--- src/branchPkg.sv ---
// branch class, take-select and return-stack repair enums, MIPS opcode and function codes
package branchPkg;

    // ----------------------------------------
    // predecode results
    // ----------------------------------------
    typedef enum logic [1:0] {
        BR_NONE = 2'd0,   // not a control transfer
        BR_COND = 2'd1,   // beq/bne/blez/bgtz/regimm
        BR_JUMP = 2'd2,   // j, jal
        BR_JREG = 2'd3    // jr, jalr
    } brClass_e;

    typedef enum logic [1:0] {
        TS_NONE = 2'd0,
        TS_PHT  = 2'd1,   // direction from the btb bit
        TS_MUST = 2'd2    // unconditional
    } takeSel_e;

    // return stack fixup sent with a redirect
    typedef enum logic [1:0] {
        RA_NONE = 2'd0,
        RA_PUSH = 2'd1,
        RA_POP  = 2'd2,
        RA_FIX  = 2'd3
    } repairAction_e;

    // ----------------------------------------
    // instruction encodings
    // ----------------------------------------
    typedef enum logic [5:0] {
        OP_SPECIAL = 6'b000000,
        OP_REGIMM  = 6'b000001,
        OP_J       = 6'b000010,
        OP_JAL     = 6'b000011,
        OP_BEQ     = 6'b000100,
        OP_BNE     = 6'b000101,
        OP_BLEZ    = 6'b000110,
        OP_BGTZ    = 6'b000111
    } opcode_e;

    typedef enum logic [5:0] {
        FN_JR   = 6'b001000,
        FN_JALR = 6'b001001
    } funct_e;

    localparam logic [4:0] RA_REG = 5'd31;  // link register

endpackage

--- src/fetchPkg.sv ---
// packet structs for the fetch input, the instruction queue and the redirect request
package fetchPkg;

    // ----------------------------------------
    // from the earlier fetch stage
    // ----------------------------------------
    typedef struct packed {
        logic             valid;
        logic [31:0]      vAddr;          // address of first enabled word
        logic [3:0]       originEnable;
        logic [3:0][31:0] inst;
        logic [3:0]       btbPredTake;
        logic [3:0][31:0] btbPredDest;
        logic [3:0]       btbInstEnable;  // enables after btb trimming
        logic             btbValidTake;
        logic [31:0]      btbValidDest;
        logic             delaySlotOnly;  // only the pending delay slot
        logic             hasException;
        logic [4:0]       excCode;
    } fetchPkt_t;

    // toward the instruction queue, slots packed low
    typedef struct packed {
        logic [3:0][31:0] inst;
        logic [3:0]       predTake;
        logic [3:0][31:0] predDest;
        logic [3:0]       instEnable;
        logic [2:0]       instNum;
        logic [31:0]      basePC;
        logic             hasException;
        logic [4:0]       excCode;
    } queuePkt_t;

    typedef struct packed {
        logic                     redirect;
        logic                     needDelaySlot;
        logic                     delaySlotTaken;
        logic [31:0]              errVAddr;
        logic                     correctTake;
        logic [31:0]              correctDest;
        logic [31:0]              fifthVAddr;
        branchPkg::repairAction_e repairAction;
    } redirectInfo_t;

endpackage

--- src/branchFourToOne.sv ---
// first-taken slot search, delay slot trimming and destination select
module branchFourToOne (
    input  logic [3:0]       originEnable_i,
    input  logic [3:0]       predTake_i,
    input  logic [3:0][31:0] predDest_i,
    input  logic [31:0]      vAddr_i,
    input  logic             delaySlotOnly_i,
    output logic [3:0]       actualEnable_o,
    output logic [3:0]       firstTaken_o,     // one-hot or zero
    output logic             validTake_o,
    output logic [31:0]      validDest_o,
    output logic [31:0]      fifthVAddr_o,
    output logic             needDelaySlot_o
);
    logic [3:0]  takenSlot;
    logic [3:0]  keepMask;
    logic [3:0]  lowestEnable;
    logic [31:0] takenDest;

    assign fifthVAddr_o = {vAddr_i[31:4], 4'b0000} + 32'd16;

    // a delay-slot-only packet carries no branch decision of its own
    assign takenSlot    = delaySlotOnly_i ? 4'b0000 : (originEnable_i & predTake_i);
    assign firstTaken_o = takenSlot & (~takenSlot + 4'd1);    // lowest set bit
    assign lowestEnable = originEnable_i & (~originEnable_i + 4'd1);

    // ----------------------------------------
    // enable trimming
    // ----------------------------------------
    // slots up to k+1; wraps to all ones when nothing is taken
    assign keepMask = (firstTaken_o - 4'd1) | firstTaken_o | {firstTaken_o[2:0], 1'b0};

    assign actualEnable_o = delaySlotOnly_i ? lowestEnable : (originEnable_i & keepMask);

    always_comb begin
        takenDest = '0;
        for (int i = 0; i < 4; i++) begin
            takenDest = takenDest | ({32{firstTaken_o[i]}} & predDest_i[i]);
        end
    end

    assign validTake_o     = |firstTaken_o;
    assign validDest_o     = validTake_o ? takenDest : fifthVAddr_o;  // fall through
    assign needDelaySlot_o = firstTaken_o[3];   // delay slot sits in the next packet

    firstTakenOneHot: assert final ($onehot0(firstTaken_o))
        else $error("first taken select is not one-hot");

endmodule

--- src/branchSelectCheck.sv ---
// branch select and btb check, queue packet build and redirect request
module branchSelectCheck (
    input  fetchPkg::fetchPkt_t     fetch_i,
    output fetchPkg::queuePkt_t     queuePkt_o,
    output logic                    queueValid_o,
    output fetchPkg::redirectInfo_t redirect_o
);
    import fetchPkg::*;
    import branchPkg::*;

    logic [3:0][31:0] inst;             // masked on exception
    brClass_e [3:0]   slotClass;
    takeSel_e [3:0]   takeSel;
    logic [3:0]       slotTake;
    logic [3:0]       isBranch;
    logic [3:0]       actualEnable;
    logic [3:0]       firstTaken;
    logic             validTake;
    logic [31:0]      validDest;
    logic [31:0]      fifthVAddr;
    logic             needDelaySlot;
    logic [3:0][3:0]  select;
    logic [3:0]       instEnable;
    logic [2:0]       instNum;
    logic [31:0]      firstBranchInst;
    logic             isEnableSame;
    logic             isPredictSame;
    logic             isDiffRes;
    repairAction_e    repairAction;
    redirectInfo_t    redirect;

    function automatic logic [1:0] slotIndex(input logic [3:0] oneHot);
        slotIndex = {oneHot[3] | oneHot[2], oneHot[3] | oneHot[1]};
    endfunction

    // ----------------------------------------
    // own prediction
    // ----------------------------------------
    assign inst = fetch_i.hasException ? '0 : fetch_i.inst;

    takeDestDecoder u_takeDestDecoder (
        .inst_i   (inst),
        .class_o  (slotClass),
        .takeSel_o(takeSel)
    );

    always_comb begin
        for (int i = 0; i < 4; i++) begin
            slotTake[i] = (takeSel[i] == TS_MUST)
                          || (takeSel[i] == TS_PHT && fetch_i.btbPredTake[i]);
            isBranch[i] = slotClass[i] != BR_NONE;
        end
    end

    branchFourToOne u_branchFourToOne (
        .originEnable_i (fetch_i.originEnable),
        .predTake_i     (slotTake),
        .predDest_i     (fetch_i.btbPredDest),
        .vAddr_i        (fetch_i.vAddr),
        .delaySlotOnly_i(fetch_i.delaySlotOnly),
        .actualEnable_o (actualEnable),
        .firstTaken_o   (firstTaken),
        .validTake_o    (validTake),
        .validDest_o    (validDest),
        .fifthVAddr_o   (fifthVAddr),
        .needDelaySlot_o(needDelaySlot)
    );

    // compare against what the btb already did
    assign isEnableSame  = actualEnable == fetch_i.btbInstEnable;
    assign isPredictSame = (!validTake && !fetch_i.btbValidTake)
                           || (validTake && fetch_i.btbValidTake
                               && validDest == fetch_i.btbValidDest);
    assign isDiffRes = fetch_i.valid && !fetch_i.delaySlotOnly
                       && !(isEnableSame && isPredictSame);

    // ----------------------------------------
    // queue packet
    // ----------------------------------------
    instCompressor u_instCompressor (
        .actualEnable_i(actualEnable),
        .select_o      (select),
        .instEnable_o  (instEnable),
        .instNum_o     (instNum)
    );

    always_comb begin
        queuePkt_o.inst     = '0;
        queuePkt_o.predTake = '0;
        queuePkt_o.predDest = '0;
        for (int j = 0; j < 4; j++) begin
            for (int i = 0; i < 4; i++) begin
                if (select[j][i]) begin
                    queuePkt_o.inst[j]     = inst[i];
                    queuePkt_o.predTake[j] = slotTake[i];
                    queuePkt_o.predDest[j] = fetch_i.btbPredDest[i];
                end
            end
        end
        queuePkt_o.instEnable   = instEnable;
        queuePkt_o.instNum      = instNum;
        queuePkt_o.basePC       = {fetch_i.vAddr[31:4], slotIndex(select[0]), 2'b00};
        queuePkt_o.hasException = fetch_i.hasException;
        queuePkt_o.excCode      = fetch_i.excCode;
    end

    assign queueValid_o = fetch_i.valid && (|actualEnable);   // empty packets use no credit

    // ----------------------------------------
    // redirect
    // ----------------------------------------
    always_comb begin
        firstBranchInst = '0;
        for (int i = 0; i < 4; i++) begin
            firstBranchInst = firstBranchInst | ({32{firstTaken[i]}} & inst[i]);
        end
    end

    repairDecoder u_repairDecoder (
        .inst_i     (firstBranchInst),
        .isDiffRes_i(isDiffRes),
        .action_o   (repairAction)
    );

    always_comb begin
        redirect.redirect       = isDiffRes;
        redirect.needDelaySlot  = needDelaySlot;
        redirect.delaySlotTaken = fetch_i.delaySlotOnly;
        redirect.errVAddr       = {fetch_i.vAddr[31:4], slotIndex(firstTaken), 2'b00};
        redirect.correctTake    = validTake;
        redirect.correctDest    = validDest;
        redirect.fifthVAddr     = fifthVAddr;
        redirect.repairAction   = repairAction;
    end

    assign redirect_o = fetch_i.valid ? redirect : '0;

    // the selected slot must have been predecoded as a branch
    takenIsBranch: assert final (!fetch_i.valid || (firstTaken & ~isBranch) == 4'b0000)
        else $error("taken slot without a branch class");

endmodule

--- src/fetchCreditStage.sv ---
// output registers toward the instruction queue with the credit counter
module fetchCreditStage #(
    parameter int CREDITS = 4
) (
    input  logic                    clk,
    input  logic                    arstN_i,
    input  fetchPkg::queuePkt_t     queuePkt_i,
    input  logic                    queueValid_i,
    input  fetchPkg::redirectInfo_t redirect_i,
    input  logic                    fetchValid_i,
    input  logic                    creditReturn_i,
    output fetchPkg::queuePkt_t     queuePkt_o,
    output logic                    queueValid_o,
    output fetchPkg::redirectInfo_t redirect_o,
    output logic                    creditAvail_o
);
    localparam int CW = $clog2(CREDITS + 1);

    logic [CW-1:0] creditCnt;
    logic [CW-1:0] creditNext;

    // spend on send, refill on return, both in one cycle is fine
    assign creditNext    = creditCnt - CW'(queueValid_i) + CW'(creditReturn_i);
    assign creditAvail_o = creditCnt != '0;

    always_ff @(posedge clk or negedge arstN_i) begin
        if (!arstN_i) begin
            queueValid_o <= 1'b0;
            redirect_o   <= '0;
            creditCnt    <= CW'(CREDITS);
        end else begin
            queueValid_o <= queueValid_i;
            redirect_o   <= redirect_i;
            creditCnt    <= creditNext;
        end
    end

    always_ff @(posedge clk) begin
        if (queueValid_i) begin
            queuePkt_o <= queuePkt_i;
        end
    end

    // ----------------------------------------
    // credit protocol checks
    // ----------------------------------------
    creditBound: assert property (@(posedge clk) disable iff (!arstN_i)
        creditCnt <= CW'(CREDITS));
    fetchNeedsCredit: assert property (@(posedge clk) disable iff (!arstN_i)
        fetchValid_i |-> creditAvail_o);
    noReturnWhenFull: assert property (@(posedge clk) disable iff (!arstN_i)
        creditReturn_i |-> creditCnt != CW'(CREDITS));

endmodule

--- src/fetchFrontTop.sv ---
// branch select/check stage followed by the credit output stage
module fetchFrontTop #(
    parameter int CREDITS = 4     // instruction queue depth
) (
    input  logic                    clk,
    input  logic                    arstN_i,
    input  fetchPkg::fetchPkt_t     fetch_i,
    input  logic                    creditReturn_i,
    output logic                    creditAvail_o,
    output fetchPkg::queuePkt_t     queuePkt_o,
    output logic                    queueValid_o,
    output fetchPkg::redirectInfo_t redirect_o
);
    import fetchPkg::*;

    queuePkt_t     checkPkt;
    logic          checkValid;
    redirectInfo_t checkRedirect;

    branchSelectCheck u_branchSelectCheck (
        .fetch_i     (fetch_i),
        .queuePkt_o  (checkPkt),
        .queueValid_o(checkValid),
        .redirect_o  (checkRedirect)
    );

    fetchCreditStage #(
        .CREDITS(CREDITS)
    ) u_fetchCreditStage (
        .clk           (clk),
        .arstN_i       (arstN_i),
        .queuePkt_i    (checkPkt),
        .queueValid_i  (checkValid),
        .redirect_i    (checkRedirect),
        .fetchValid_i  (fetch_i.valid),
        .creditReturn_i(creditReturn_i),
        .queuePkt_o    (queuePkt_o),
        .queueValid_o  (queueValid_o),
        .redirect_o    (redirect_o),
        .creditAvail_o (creditAvail_o)
    );

endmodule

--- src/instCompressor.sv ---
// packs enabled slots toward slot 0 and counts them
module instCompressor (
    input  logic [3:0]      actualEnable_i,
    output logic [3:0][3:0] select_o,        // [output slot][input slot]
    output logic [3:0]      instEnable_o,
    output logic [2:0]      instNum_o
);
    logic [2:0] count;

    // output slot j takes the j-th enabled input
    always_comb begin
        count    = 3'd0;
        select_o = '0;
        for (int i = 0; i < 4; i++) begin
            if (actualEnable_i[i]) begin
                select_o[count[1:0]][i] = 1'b1;
                count = count + 3'd1;
            end
        end
    end

    assign instNum_o = count;

    // thermometer fill from the bottom
    always_comb begin
        for (int j = 0; j < 4; j++) begin
            instEnable_o[j] = 3'(j) < count;
        end
    end

endmodule

--- src/repairDecoder.sv ---
// return stack repair action for the branch that caused a redirect
module repairDecoder (
    input  logic [31:0]              inst_i,
    input  logic                     isDiffRes_i,
    output branchPkg::repairAction_e action_o
);
    import branchPkg::*;

    logic isJal;
    logic isJalr;
    logic isJrRa;

    assign isJal  = inst_i[31:26] == OP_JAL;
    assign isJalr = inst_i[31:26] == OP_SPECIAL && inst_i[5:0] == FN_JALR;
    assign isJrRa = inst_i[31:26] == OP_SPECIAL && inst_i[5:0] == FN_JR
                    && inst_i[25:21] == RA_REG;       // function return

    always_comb begin
        if (!isDiffRes_i) begin
            action_o = RA_NONE;
        end else if (isJal || isJalr) begin
            action_o = RA_PUSH;   // call
        end else if (isJrRa) begin
            action_o = RA_POP;
        end else begin
            action_o = RA_FIX;
        end
    end

endmodule

--- src/takeDestDecoder.sv ---
// predecode of four instruction words into branch classes and take-select codes
module takeDestDecoder (
    input  logic [3:0][31:0]          inst_i,
    output branchPkg::brClass_e [3:0] class_o,
    output branchPkg::takeSel_e [3:0] takeSel_o
);
    import branchPkg::*;

    always_comb begin
        for (int i = 0; i < 4; i++) begin
            class_o[i]   = BR_NONE;
            takeSel_o[i] = TS_NONE;
            case (inst_i[i][31:26])
                OP_BEQ, OP_BNE, OP_BLEZ, OP_BGTZ, OP_REGIMM: begin
                    class_o[i]   = BR_COND;
                    takeSel_o[i] = TS_PHT;   // direction comes from the btb
                end
                OP_J, OP_JAL: begin
                    class_o[i]   = BR_JUMP;
                    takeSel_o[i] = TS_MUST;
                end
                OP_SPECIAL: begin
                    // register jumps live in the function field
                    if (inst_i[i][5:0] == FN_JR || inst_i[i][5:0] == FN_JALR) begin
                        class_o[i]   = BR_JREG;
                        takeSel_o[i] = TS_MUST;
                    end
                end
                default: begin
                    class_o[i]   = BR_NONE;
                    takeSel_o[i] = TS_NONE;
                end
            endcase
        end
    end

endmodule

--- config.mk ---
export PLATFORM = sky130hd
export DESIGN_NAME = fetchFrontTop
export DESIGN_NICKNAME = d
export VERILOG_FILES = /design/src/branchPkg.sv /design/src/fetchPkg.sv /design/src/branchFourToOne.sv /design/src/branchSelectCheck.sv /design/src/fetchCreditStage.sv /design/src/fetchFrontTop.sv /design/src/instCompressor.sv /design/src/repairDecoder.sv /design/src/takeDestDecoder.sv
export SDC_FILE = /design/constraint.sdc
export NUM_CORES = 1
export LEC_CHECK = 0
export ABC_AREA = 1
export BUFFER_PORTS_ARGS = -buffer_cell sky130_fd_sc_hd__buf_2
export CAP_MARGIN = 20
export CORE_AREA = 2 2 297 299
export DETAILED_ROUTE_END_ITERATION = 8
export DIE_AREA = 0 0 299 301
export GPL_TIMING_DRIVEN = 0
export PLACE_DENSITY_LB_ADDON = 0.25
export SYNTH_ARGS = -nofsm -noshare
export SYNTH_HDL_FRONTEND = slang
export SYNTH_SLANG_ARGS = --single-unit
--- constraint.sdc ---
create_clock -name clk -period 4.4 [get_ports clk]
set_clock_uncertainty 0.05 [all_clocks]
set_input_delay 1.32 -clock clk [delete_from_list [all_inputs] [get_ports clk]]
set_output_delay 1.32 -clock clk [all_outputs]
set_load 0.02 [all_outputs]
Word-level counts from Yosys, hierarchy flattened. Index checks and enable logic that the tools add are counted.

Flip-flop bits (word level): 409. Input port bits: 344. Output and inout port bits: 409. Word-level logic and storage cells: 247.

Multiplexer cells: 78. Reduce and logical (&&, ||, !) cells: 47. $add $sub $neg: 9. Equality and inequality tests: 50. Bitwise operators: 29. Magnitude comparators: 10.

Operators with widths (count): $mux W32 (33); $and A32 B32 Y32 (8); $or A32 B32 Y32 (6); $mux W128 (1); $mux W102 (1); $eq A6 B3 Y1 const B (16); $eq A6 B4 Y1 const B (10); $eq A6 B2 Y1 const B (9); $mux W16 (3); $add A32 B5 Y32 const B (1); $eq A32 B32 Y1 (1); $or A16 B16 Y16 (2); $logic_not A6 Y1 (5); $demux W4 S2 (3); $eq A6 B1 Y1 const B (4); $pmux W2 S3 (4); $reduce_or A5 Y1 (4); $mux W1 (19); $logic_and A1 B1 Y1 (17); $and A4 B4 Y4 (4); $or A1 B16 Y16 (1); $mux W2 (7); $mux W3 (4); $mux W4 (3); 22 further kinds (57).

Logic depth before layout (Yosys ltp). Gate-level depths: netlist of the first run.

Word-level depth: 33. Depth in mapped cells: 26.

Modules after synthesis. Synthesis of the first run repeated with hierarchy kept, for this count alone.

Cells, all modules: 3175. Area total of the unflattened synthesis: 25329.3 um2.

By module, submodules not included: fetchCreditStage (area an instance 11912.7 um2, times used 1, cells each 428, sequential area each 11812.6 um2); branchSelectCheck (area an instance 10510.1 um2, times used 1, cells each 2117, sequential area each 0.0 um2); branchFourToOne (area an instance 2044.5 um2, times used 1, cells each 456, sequential area each 0.0 um2); instCompressor (area an instance 389.1 um2, times used 1, cells each 66, sequential area each 0.0 um2); takeDestDecoder (area an instance 361.6 um2, times used 1, cells each 82, sequential area each 0.0 um2); repairDecoder (area an instance 111.4 um2, times used 1, cells each 26, sequential area each 0.0 um2).

Worst setup path after synthesis of the first run. Ideal clock, no wire load.

Path type: in2reg. From: input port fetch_i[304] (netlist bit). To: register u_fetchCreditStage.creditCnt[1]. Setup time: 0.114 ns. Stages: 11. Arrival time: 21.199 ns. Path slack: -16.963 ns. Cells stage by stage: inv_1 > ha_1 > o21ai_0 > ha_1 > a31oi_1 > ha_1 > inv_1 > ha_1 > inv_1 > fa_1 > inv_1.

Word-level cells in the longest chain between the ends: 14. Elaborated cells on any way between the ends: 17. Classes of those cells: add/sub: 5; mux: 2; bitwise: 8; reduce/logical: 2.

RTL lines: start: declaration (line fetchFrontTop.sv:7) `input fetchPkg::fetchPkt_t fetch_i,`; $and A4 B4 Y4 (line branchFourToOne.sv:23) `assign takenSlot = delaySlotOnly_i ? 4'b0000 : (originEnable_i & predTake_i);`; $mux W4 (line branchFourToOne.sv:23); $not A4 Y4 (line branchFourToOne.sv:24) `assign firstTaken_o = takenSlot & (~takenSlot + 4'd1);`; $add A4 B1 Y4 (line branchFourToOne.sv:24); $and A4 B4 Y4 (line branchFourToOne.sv:24); $sub A4 B1 Y4 (line branchFourToOne.sv:31) `assign keepMask = (firstTaken_o - 4'd1) | firstTaken_o | {firstTaken_o[2:0], 1'b0};`; $or A4 B4 Y4 (2 in series) (line branchFourToOne.sv:31); $and A4 B4 Y4 (line branchFourToOne.sv:33) `assign actualEnable_o = delaySlotOnly_i ? lowestEnable : (originEnable_i & keepMask);`; $mux W4 * (line branchFourToOne.sv:33); $reduce_or A4 Y1 * (line branchSelectCheck.sv:107) `assign queueValid_o = fetch_i.valid && (|actualEnable);`; $logic_and A1 B1 Y1 * (line branchSelectCheck.sv:107); net checkValid (line fetchFrontTop.sv:17) `logic checkValid;`; $sub A3 B1 Y3 * (line fetchCreditStage.sv:23) `assign creditNext = creditCnt - CW'(queueValid_i) + CW'(creditReturn_i);`; $add A3 B1 Y3 * (line fetchCreditStage.sv:23); net u_fetchCreditStage.creditNext[1] (line fetchCreditStage.sv:20) `logic [CW-1:0] creditNext;`; end signal: assignment (line fetchCreditStage.sv:30) `creditCnt <= CW'(CREDITS);`; end signal: assignment (line fetchCreditStage.sv:34) `creditCnt <= creditNext;`; end: declaration (line fetchCreditStage.sv:19) `logic [CW-1:0] creditCnt;`.

Mark *: on every way through the listed nets, which the timed path passes. The rest lies on a longest branch. A chain may end at the register's enable or synchronous reset.

==> results.yml, run 1 <==
status:
  status: "complete, no violations"
setup_path:
  r2r-end: "u_fetchCreditStage.creditCnt[1]$_DFF_PN0_"
  cp.required_ns: 4.87
  critPathMaxFanout: 10
  cp-endpoint: "u_fetchCreditStage.redirect_o[1]$_DFF_PN0_"
  start_kind: "primary input"
  startpoint: "fetch_i[5]"
  reg2reg_from: "u_fetchCreditStage.creditCnt[0]$_DFF_PN0_"
  cp.arrival_ns: 4.70
  worst-setup-path-type: "primary input to flop"
  r2r.worst_path.cells: 7
  endpoint_kind: "flop"
  ff2ff_setup_slack_ns: 2.85
clock_tree:
  cts_tree: "built"
  worstSkewPairLatency_ns: 0.63
  clk_pin_slew_worst_paths_ns: 0.06
  clockRootBuffer: "clkbuf_16"
  cts_buffers: 52
  cts_buffer_depth: 3
  clock-sinks: 402
  h-tree-depth: 2
  postCtsHoldBufs: 0
timing:
  fmax_mhz: 236.2
  tns_ns: 0
  grt_setup_unrepaired: "true"
  fin_crit_sh_pct: 96.23
  finalHoldViolations: 0
  maxSlewViolCount: 0
  slew-limit-headroom_pct: 30.54
  setup_viol: 0
  period_needed_ns: 4.234
  hold_ws_ns: 0.4841
  worst_pin_slew_ns: 1.042
detailed_routing:
  viasPerCell: 5.015
  drtIter0Drc: 2312
  route.detailed.drc: 0
  drtPass1Iterations: 6
  dr_total_vias: 22710
  routedWlPerCell_microns: 27.99
  drt_wl_total_microns: 126700
  ant_nets: 0
placed_design:
  hpwl_microns: 101000
  gp_congestion: 0.9485
  place.port_buffers: 738
  placed_cell_area_sq_um: 27070
flow_run:
  cap_violations: 0
synth:
  ys_types: 53
  synthFlopType: "edfxtp_1"
  synth_edf_count: 302
  ys.warnings.count: 0
  syn_inst: 2486
  ys_ff_latch: 402
  mappedNetlistArea_sq_um: 21430
  synth_async_sr_flop_share_pct: 24.88
  syn_area_per_cell_sq_um: 8.620
  synth_seq_area_share_pct: 54.00
grt:
  grt_pass1_wl_microns: 170100
  grt-ovfl-total: 0
  grt_pass1_vias: 21882
  grt_max_degree: 81
  grt_use_total_pct: 26.86
  grt_antenna_before_repair: 58
floorplan:
  die_h_microns: 301
  start_util_pct: 24.78
  ios: 753
  fp.dieW_microns: 299
  rows: 108
  dieArea_sq_um: 90000
  fp.coreArea_sq_um: 86480
finish:
  num-fill-cells: 9343
  drive_gt1_share_pct: 30.25
  synthToLayoutAreaGrowth_pct: 36.46
  final_nets: 3669
  final_cell_area_sq_um: 29240
hold_path:
  hold_path.class: "primary input to async pin"
power:
  power.total_w: 0.01171
  ir_drop_uv: 297.4
  powerDensity_nw_per_um2: 400.4
  p_leak_nw: 13.41
cells in the final DEF, fill, tap and decap left out, types with 24 or more instances in the layout:
| cell | Yosys | final |
|---|---|---|
| buf_2 | 30 | 763 |
| nand2_1 | 485 | 477 |
| inv_1 | 313 | 309 |
| edfxtp_1 | 302 | 302 |
| o21ai_0 | 312 | 301 |
| nand3_1 | 234 | 231 |
| nor2_1 | 198 | 187 |
| o22ai_1 | 104 | 101 |
| dfrtp_1 | 99 | 99 |
| clkbuf_1 | 104 | 72 |
| clkbuf_16 | 0 | 56 |
| o211ai_1 | 52 | 52 |
| buf_4 | 18 | 32 |
| a21oi_1 | 32 | 32 |
| clkbuf_2 | 0 | 24 |
flip-flops by register name, summed over array words and instances, names as in the netlist:
signal,flops
u_fetchCreditStage.queueValid_o,1
u_fetchCreditStage.redirect_o,96
u_fetchCreditStage.creditCnt,3
u_fetchCreditStage.queuePkt_o,302
how the worst min path moves through the flow:
stage,startpoint,endpoint,cells after the start
finish,arstN_i,u_fetchCreditStage.redirect_o[80]$_DFF_PN0_,1
global route,arstN_i,u_fetchCreditStage.redirect_o[84]$_DFF_PN0_,1
CTS,arstN_i,u_fetchCreditStage.redirect_o[82]$_DFF_PN0_,1
detailed placement,u_fetchCreditStage.creditCnt[1]$_DFF_PN0_,u_fetchCreditStage.creditCnt[2]$_DFF_PN1_,2
global placement,u_fetchCreditStage.creditCnt[2]$_DFF_PN1_,u_fetchCreditStage.creditCnt[2]$_DFF_PN1_,2
floorplan,u_fetchCreditStage.creditCnt[1]$_DFF_PN0_,u_fetchCreditStage.creditCnt[2]$_DFF_PN1_,2
cells in the mapped netlist (2+ instances only):
master | number | area share [%]
nor4_1 | 5 | 0.15
o21ai_0 | 312 | 7.3
inv_2 | 7 | 0.12
ha_1 | 13 | 0.76
clkinv_1 | 3 | 0.053
buf_1 | 13 | 0.23
nand2_1 | 485 | 8.5
nor3_1 | 11 | 0.26
a21oi_2 | 2 | 0.082
o2111ai_1 | 5 | 0.20
o21ai_1 | 15 | 0.35
a31oi_1 | 17 | 0.50
xnor2_1 | 9 | 0.37
nand4_1 | 18 | 0.53
buf_4 | 18 | 0.63
nand3b_1 | 14 | 0.49
clkbuf_1 | 104 | 1.8
nor2_1 | 198 | 3.5
a22oi_1 | 8 | 0.28
o22ai_1 | 104 | 3.0
buf_6 | 5 | 0.26
xor2_1 | 20 | 0.82
nand2_2 | 7 | 0.20
buf_2 | 30 | 0.70
edfxtp_1 | 302 | 42
nand3_1 | 234 | 5.5
nand3_2 | 4 | 0.19
a32oi_1 | 3 | 0.12
o211ai_1 | 52 | 1.8
nor2_4 | 3 | 0.16
a21oi_1 | 32 | 0.75
dfrtp_1 | 99 | 12
inv_1 | 313 | 5.5
o221ai_1 | 2 | 0.082
power breakdown:
group          switching (W)  leakage [nW]  internal (W)  total, W
sequential          0.000158          4.09       0.00455   0.00470
combinational        0.00189          8.49      0.000770   0.00266
clock                0.00186         0.842       0.00249   0.00435
total                0.00390          13.4       0.00781    0.0117
routing by layer:
layer	up-vias	track usage, %	wire, microns
met3	300	7.027	11930
met4	56	10.40	5277
met2	1325	44.71	60060
li1	10131	-	-
met1	10898	33.23	49150
met5	-	0	332
worst max-delay path, cell delays in order:
cell and delay, ns:
buf_6 0.14, inv_16 0.09, nand2_1 0.17, inv_1 0.19, nor2_1 0.09, nand2_1 0.09, nand2_2 0.15, nand2_4 0.21
nand3_2 0.26, nor2_4 0.31, buf_2 0.34, nand2_1 0.14, nand2_1 0.11, nand2_1 0.05, nand2_1 0.08, nand3_1 0.08
nor2_1 0.13, nand2_1 0.09, nor2_1 0.09, nand2_1 0.06, nand2_1 0.19, nand2_1 0.08, nand2_1 0.16, nor2_1 0.06
timing repair:
item | 4_1_cts | 5_1_grt
buffers inserted | 4 | 5
gates cloned | 0 | 2
pin swaps | 3 | 3
endpoints found under the setup margin | 273 | 250
resized for setup | 96 | 39
kinds of logic after synthesis:
logic type                 after synthesis  synth area share [%]
AOI/OAI and AO/OA                      561                 14.96
xor gates and xnor gates                29                 1.185
adders and majority gates               14                0.8525
buffers and inverters                  493                 9.301
DFF                                    402                 54.00
other                                    1               0.01750
and+or+nand+nor                        986                 19.68
through the flow:
stage / worst slack (ns) / std cells / utilization (%)
after floorplan: -4.909 / 2493 / -
after global placement: -9.017 / 4386 / 30.87
after detailed placement: -2.285 / 4402 / 31.30
after CTS: 0.02277 / 4501 / 33.58
after global routing: -0.07140 / 4524 / 33.80
final: 0.1661 / 4528 / 33.81
cell type report:
| type | instances | area (sq um) | area share (%) |
|---|---|---|---|
| sequential | 402 | 11570 | 39.57 |
| multi-input combinational | 1598 | 8082 | 27.64 |
| timing repair buffer | 764 | 4175 | 14.28 |
| tap | 1155 | 1445 | 4.942 |
| clock buffer | 61 | 1378 | 4.711 |
| inverter | 323 | 1234 | 4.219 |
| buffer | 170 | 960.9 | 3.286 |
| clock inverter | 34 | 344.1 | 1.177 |
| antenna | 21 | 52.55 | 0.1797 |
(Power assumes the default switching activity.)
==> run 2: changes to the inputs <==
Settings changed: CORE_AREA 2 2 297 299 to 2 2 294 296, DIE_AREA 0 0 299 301 to 0 0 296 298.
==> run 2 against run 1 <==
The run now ends with negative setup slack left. Core utilization grew 0.81 points. Non-clock buffer count grew 2. Final cell count grew 0.20%. Setup slack lost 0.17 ns. Critical path type unchanged. Largest power group unchanged. First-iteration DRC count grew 7.1%. Clock power grew 4%. Combinational power is essentially flat. Hold slack gained 0.097 ns. Count of clock-buffer cells in the layout shrank 1. Largest cell class unchanged.
==> results.yml, run 2 (synthesis gave the netlist of run 1 again) <==
clock_tree:
  clockRootBuffer: "clkbuf_16"
  cts_buffer_depth: 3
  cts_tree: "built"
  h-tree-depth: 2
  clock-sinks: 402
  cts_buffers: 52
  clk_pin_slew_worst_paths_ns: 0.06
  worstSkewPairLatency_ns: 0.63
floorplan:
  dieArea_sq_um: 88210
  ios: 753
  start_util_pct: 25.25
  rows: 107
  fp.dieW_microns: 296
  fp.coreArea_sq_um: 84880
  die_h_microns: 298
placed_design:
  hpwl_microns: 100500
  pre_cts_slack_ns: -2.132
  dp_cells: 4391
  gp_congestion: 0.9387
  place.port_buffers: 738
grt:
  grt_antenna_before_repair: 65
  grt-ovfl-total: 0
  grt_pass1_wl_microns: 171200
  grt_use_total_pct: 27.72
  grt_pass1_vias: 22079
  grt_max_degree: 52
power:
  power_switching_w: 0.003921
  ir_drop_uv: 296.8
  p_int_w: 0.007979
  p_leak_nw: 13.43
  seq_power_share_pct: 39.4
  powerDensity_nw_per_um2: 404.9
  clkPwrFrac_pct: 38.1
  switching_share_pct: 32.95
  power_frac_comb_pct: 22.5
setup_path:
  cp.arrival_ns: 4.74
  worst-setup-path-type: "primary input to flop"
  cp.required_ns: 4.73
  endpoint_kind: "flop"
  start_kind: "primary input"
  critPathMaxFanout: 10
timing:
  maxSlewViolCount: 0
  setup_viol: 1
  finalHoldViolations: 0
  final.setup.worst_slack_ns: -0.007667
  fmax_mhz: 226.9
  fin_crit_sh_pct: 100.2
  slew-limit-headroom_pct: 30.07
  worst_pin_slew_ns: 1.049
  grt_setup_unrepaired: "true"
  period_needed_ns: 4.408
finish:
  drive_gt1_share_pct: 30.30
  final_cell_mix: "buf_2, nand2_1, inv_1, o21ai_0, edfxtp_1"
  regMostFlops: "u_fetchCreditStage.queuePkt_o"
  largest_register_ffs: 302
  final_nets: 3671
  instances_no_fill: 4537
  num-fill-cells: 9166
  layout_commonest_cell: "buf_2"
  top_regs: "u_fetchCreditStage.queuePkt_o (302), u_fetchCreditStage.redirect_o (96), u_fetchCreditStage.creditCnt (3)"
  synthToLayoutAreaGrowth_pct: 37.16
flow_run:
  cap_violations: 0
detailed_routing:
  viasPerCell: 5.085
  drtIter0Drc: 2476
  drt_wl_total_microns: 126600
  ant_nets: 0
  dr_total_vias: 23070
  drtPass1Iterations: 6
  route.detailed.drc: 0
  routedWlPerCell_microns: 27.90
status:
  status: "finished with violations"
  violations: "negative setup slack"
hold_path:
  hold_path.class: "primary input to async pin"
==> run 2: changes by cell type in the layout (fill, tap and decap cells not counted), sizes merged <==
cell / previous run / this run
diode: 21 / 37
clkinvlp: 2 / 8
clkinv: 29 / 25
bufinv: 4 / 7
buf: 830 / 832
inv: 322 / 320
bufbuf: 0 / 1
clkbuf: 164 / 163
clkdlybuf4s15: 1 / 0
==> run 2: layout make-up <==
type                    instances  area [sq um]  area share, %
flip-flops and latches        402         11570          39.37
multi-input cells            1598          8103          27.57
repair buffers                768          4200          14.29
well taps                    1144          1431          4.870
clock buffers                  60          1373          4.670
inverters                     323          1241          4.223
plain buffers                 168         947.2          3.223
clock inverters                37         431.7          1.469
diodes                         37         92.59         0.3150
==> run 2: final timing paths <==
check,start,end,slack [ns],cells after the start
min reg2reg,u_fetchCreditStage.creditCnt[2]$_DFF_PN1_,u_fetchCreditStage.creditCnt[2]$_DFF_PN1_,0.59,2
max reg2reg,u_fetchCreditStage.creditCnt[0]$_DFF_PN0_,u_fetchCreditStage.creditCnt[1]$_DFF_PN0_,2.82,7
min,arstN_i,u_fetchCreditStage.redirect_o[91]$_DFF_PN0_,0.58,1
min in group clk,u_fetchCreditStage.creditCnt[2]$_DFF_PN1_,u_fetchCreditStage.creditCnt[2]$_DFF_PN1_,0.59,2
max in group asynchronous,arstN_i,u_fetchCreditStage.redirect_o[70]$_DFF_PN0_,2.99,2
max,fetch_i[5],u_fetchCreditStage.queuePkt_o[203]$_DFFE_PP_,-0.008,19
==> run 2: power groups by stage <==
| stage | Combinational (W) | Sequential, W | Clock [W] |
|---|---|---|---|
| after floorplan | 0.000843 | 0.00526 | 0 |
| after global placement | 0.00254 | 0.00482 | 0 |
| after detailed placement | 0.00260 | 0.00476 | 0 |
| after CTS | 0.00265 | 0.00469 | 0.00461 |
| after global routing | 0.00285 | 0.00471 | 0.00475 |
| final | 0.00268 | 0.00469 | 0.00453 |
==> run 2: through the flow <==
step	power, W	hold WS (ns)	area [sq um]	TNS [ns]	utilization, %
after global routing	0.01232	0.6098	29360	-0.1700	34.60
final	0.01190	0.5811	29390	-0.007667	34.63
after global placement	0.007364	0.5605	26680	-2759.07	31.43
after CTS	0.01194	0.5824	29130	-0.002776	34.32
after detailed placement	0.007360	0.5566	27030	-618.94	31.85
after floorplan	0.006099	0.5279	21550	-1154.87	-
==> run 2: layer usage <==
metal	up-vias	track usage [%]	wire, microns
li1	10183	-	-
met1	11157	34.47	48470
met2	1403	44.44	58800
met3	283	8.333	13460
met4	44	11.74	5556
met5	-	0	300
==> run 2: what timing repair did <==
item	CTS	global route
hold buffers	0	0
endpoints found under the setup margin	404	233
setup buffers	5	7
gates resized for setup	91	49
cloned	1	0
pin swaps	3	4
==> run 2: worst max-delay path, stage by stage <==
cell      delay, ns
buf_6          0.14
inv_16         0.09
buf_4          0.22
nand2_2        0.12
nand2_1        0.10
nand2_1        0.14
nand2_1        0.17
nand3_4        0.12
buf_12         0.19
nand2_4        0.15
nor2_4         0.06
inv_1          0.10
buf_6          0.20
nand2_2        0.14
ha_1           0.24
nand2_2        0.23
clkinv_2       0.22
clkbuf_2       0.34
o21ai_0        0.40
==> run 3: changes to the inputs <==
Settings changed: CTS_BUF_LIST set to sky130_fd_sc_hd__clkbuf_4.
==> run 3 against run 2 <==
Final area down 1.7%. Setup slack better by 0.069 ns. Core utilization shrank 0.59 points. Non-clock buffer count is 8 lower. First-iteration DRC count up 0.40%. Sequential share of layout area rose by 0.68 points. Count of clock-buffer cells in the layout increased by 107. The flow now finishes without violations. Sequential power about the same. Highest routed layer unchanged. Die area did not move. Maximum frequency grew 1.6%. Final cell count rose by 2.4%. Flip-flop and latch count unchanged.
==> results.yml, run 3 (synthesis gave the netlist of run 1 again) <==
detailed_routing:
  drtIter0Drc: 2486
  route.detailed.drc: 0
  routedWlPerCell_microns: 27.28
  dr_total_vias: 23468
  drt_wl_total_microns: 126800
  viasPerCell: 5.049
  drtPass1Iterations: 6
  ant_nets: 0
clock_tree:
  clockRootBuffer: "clkbuf_4"
  clk_pin_slew_worst_paths_ns: 0.06
  postCtsHoldBufs: 0
  h-tree-depth: 3
  worstSkewPairLatency_ns: 0.98
  cts_tree: "built"
  cts_buffer_depth: 3
  clock-sinks: 402
  cts_buffers: 118
hold_path:
  hold_path.class: "primary input to async pin"
placed_design:
  dp_cells: 4391
  gp_congestion: 0.9387
  placed_cell_area_sq_um: 27030
  hpwl_microns: 100500
  place.port_buffers: 738
timing:
  slew-limit-headroom_pct: 15.56
  setup_viol: 0
  period_needed_ns: 4.339
  fmax_mhz: 230.5
  worst_pin_slew_ns: 1.267
  grt_setup_unrepaired: "false"
  fin_crit_sh_pct: 98.61
  maxSlewViolCount: 0
  finalHoldViolations: 0
setup_path:
  start_kind: "primary input"
  cp.arrival_ns: 4.94
  endpoint_kind: "flop"
  cp.required_ns: 5.00
  worst-setup-path-type: "primary input to flop"
  critPathMaxFanout: 19
grt:
  grt-ovfl-total: 0
  grt_pass1_vias: 22591
  grt_antenna_before_repair: 61
  grt_max_degree: 52
  grt_use_total_pct: 27.92
  grt_pass1_wl_microns: 171700
finish:
  final_cell_area_sq_um: 28890
  final_nets: 3729
  synthToLayoutAreaGrowth_pct: 34.83
  instances_no_fill: 4648
  top_regs: "u_fetchCreditStage.queuePkt_o (302), u_fetchCreditStage.redirect_o (96), u_fetchCreditStage.creditCnt (3)"
  drive_gt1_share_pct: 31.36
  largest_register_ffs: 302
  final_cell_mix: "buf_2, nand2_1, inv_1, o21ai_0, edfxtp_1"
  regMostFlops: "u_fetchCreditStage.queuePkt_o"
  layout_commonest_cell: "buf_2"
  final_util_pct: 34.04
power:
  p_leak_nw: 13.37
  ir_drop_uv: 219.3
  powerDensity_nw_per_um2: 385.2
flow_run:
  cap_violations: 0
floorplan:
  fp.coreArea_sq_um: 84880
  dieArea_sq_um: 88210
  fp.dieW_microns: 296
  die_h_microns: 298
  ios: 753
  rows: 107
  start_util_pct: 25.25
status:
  status: "complete, no violations"
==> run 3: where the power goes <==
part | leakage, nW | switching (W) | internal (W) | total (W)
sequential | 4.09 | 0.000141 | 0.00454 | 0.00468
clock | 0.922 | 0.00187 | 0.00193 | 0.00380
combinational | 8.36 | 0.00189 | 0.000752 | 0.00265
==> run 3: routing by layer <==
metal  vias up  track usage [%]  wire length, microns
met2      1435            44.30                 58330
met5         -                0                   304
li1      10349                -                     -
met1     11315            33.89                 48490
met4        44            12.89                  5876
met3       325            9.616                 13810
==> run 3: layout make-up <==
| type | count | area (sq um) |
|---|---|---|
| fillers | 9299 | 55980 |
| plain buffers | 169 | 903.4 |
| flip-flops and latches | 402 | 11570 |
| well taps | 1144 | 1431 |
| clock buffers | 167 | 1254 |
| multi-input cells | 1598 | 8019 |
| diodes | 35 | 87.58 |
| clock inverters | 51 | 296.5 |
| inverters | 323 | 1234 |
| repair buffers | 759 | 4096 |
==> run 3: metrics by stage <==
step                power [W]  TNS [ns]  worst slack [ns]  hold WS (ns)
finish                0.01113         0           0.06114        0.2379
global route          0.01161         0          0.002589        0.2215
CTS                   0.01119         0         0.0005040        0.1704
detailed placement   0.007360   -618.94            -2.132        0.5566
global placement     0.007364  -2759.07            -8.995        0.5605
floorplan            0.006099  -1154.87            -4.909        0.5279
==> run 3: worst max-delay path, cell delays in order <==
cell and delay [ns]:
buf_4 0.18, buf_8 0.18, nor2_2 0.23, nand4_1 0.12, nand2_1 0.10, nand2_1 0.14
nand2_1 0.14, nand3_2 0.14, buf_6 0.22, nand2_4 0.16, nor2_4 0.06, inv_1 0.09
buf_4 0.24, nand2_2 0.15, ha_1 0.22, nand2_1 0.18, clkbuf_4 0.41, clkbuf_4 0.33
nand4_1 0.10, o21ai_0 0.20
==> run 3: worst paths after layout <==
check | startpoint | slack, ns | cells after the start | to
hold / removal | arstN_i | 0.24 | 1 | u_fetchCreditStage.redirect_o[90]$_DFF_PN0_
min in group clk | fetch_i[0] | 0.50 | 1 | u_fetchCreditStage.queuePkt_o[0]$_DFFE_PP_
setup / recovery | fetch_i[5] | 0.06 | 20 | u_fetchCreditStage.queuePkt_o[241]$_DFFE_PP_
hold reg to reg | u_fetchCreditStage.creditCnt[2]$_DFF_PN1_ | 0.58 | 2 | u_fetchCreditStage.creditCnt[2]$_DFF_PN1_
setup reg to reg | u_fetchCreditStage.creditCnt[0]$_DFF_PN0_ | 2.82 | 7 | u_fetchCreditStage.creditCnt[1]$_DFF_PN0_
max in group asynchronous | arstN_i | 3.35 | 2 | u_fetchCreditStage.redirect_o[35]$_DFF_PN0_
==> run 3: repair_timing <==
action / CTS / global route
buffers inserted: 3 / 1
gates resized for setup: 54 / 32
hold endpoints to repair: 0 / 0
pin swaps: 1 / 1
endpoints found under the setup margin: 272 / 186
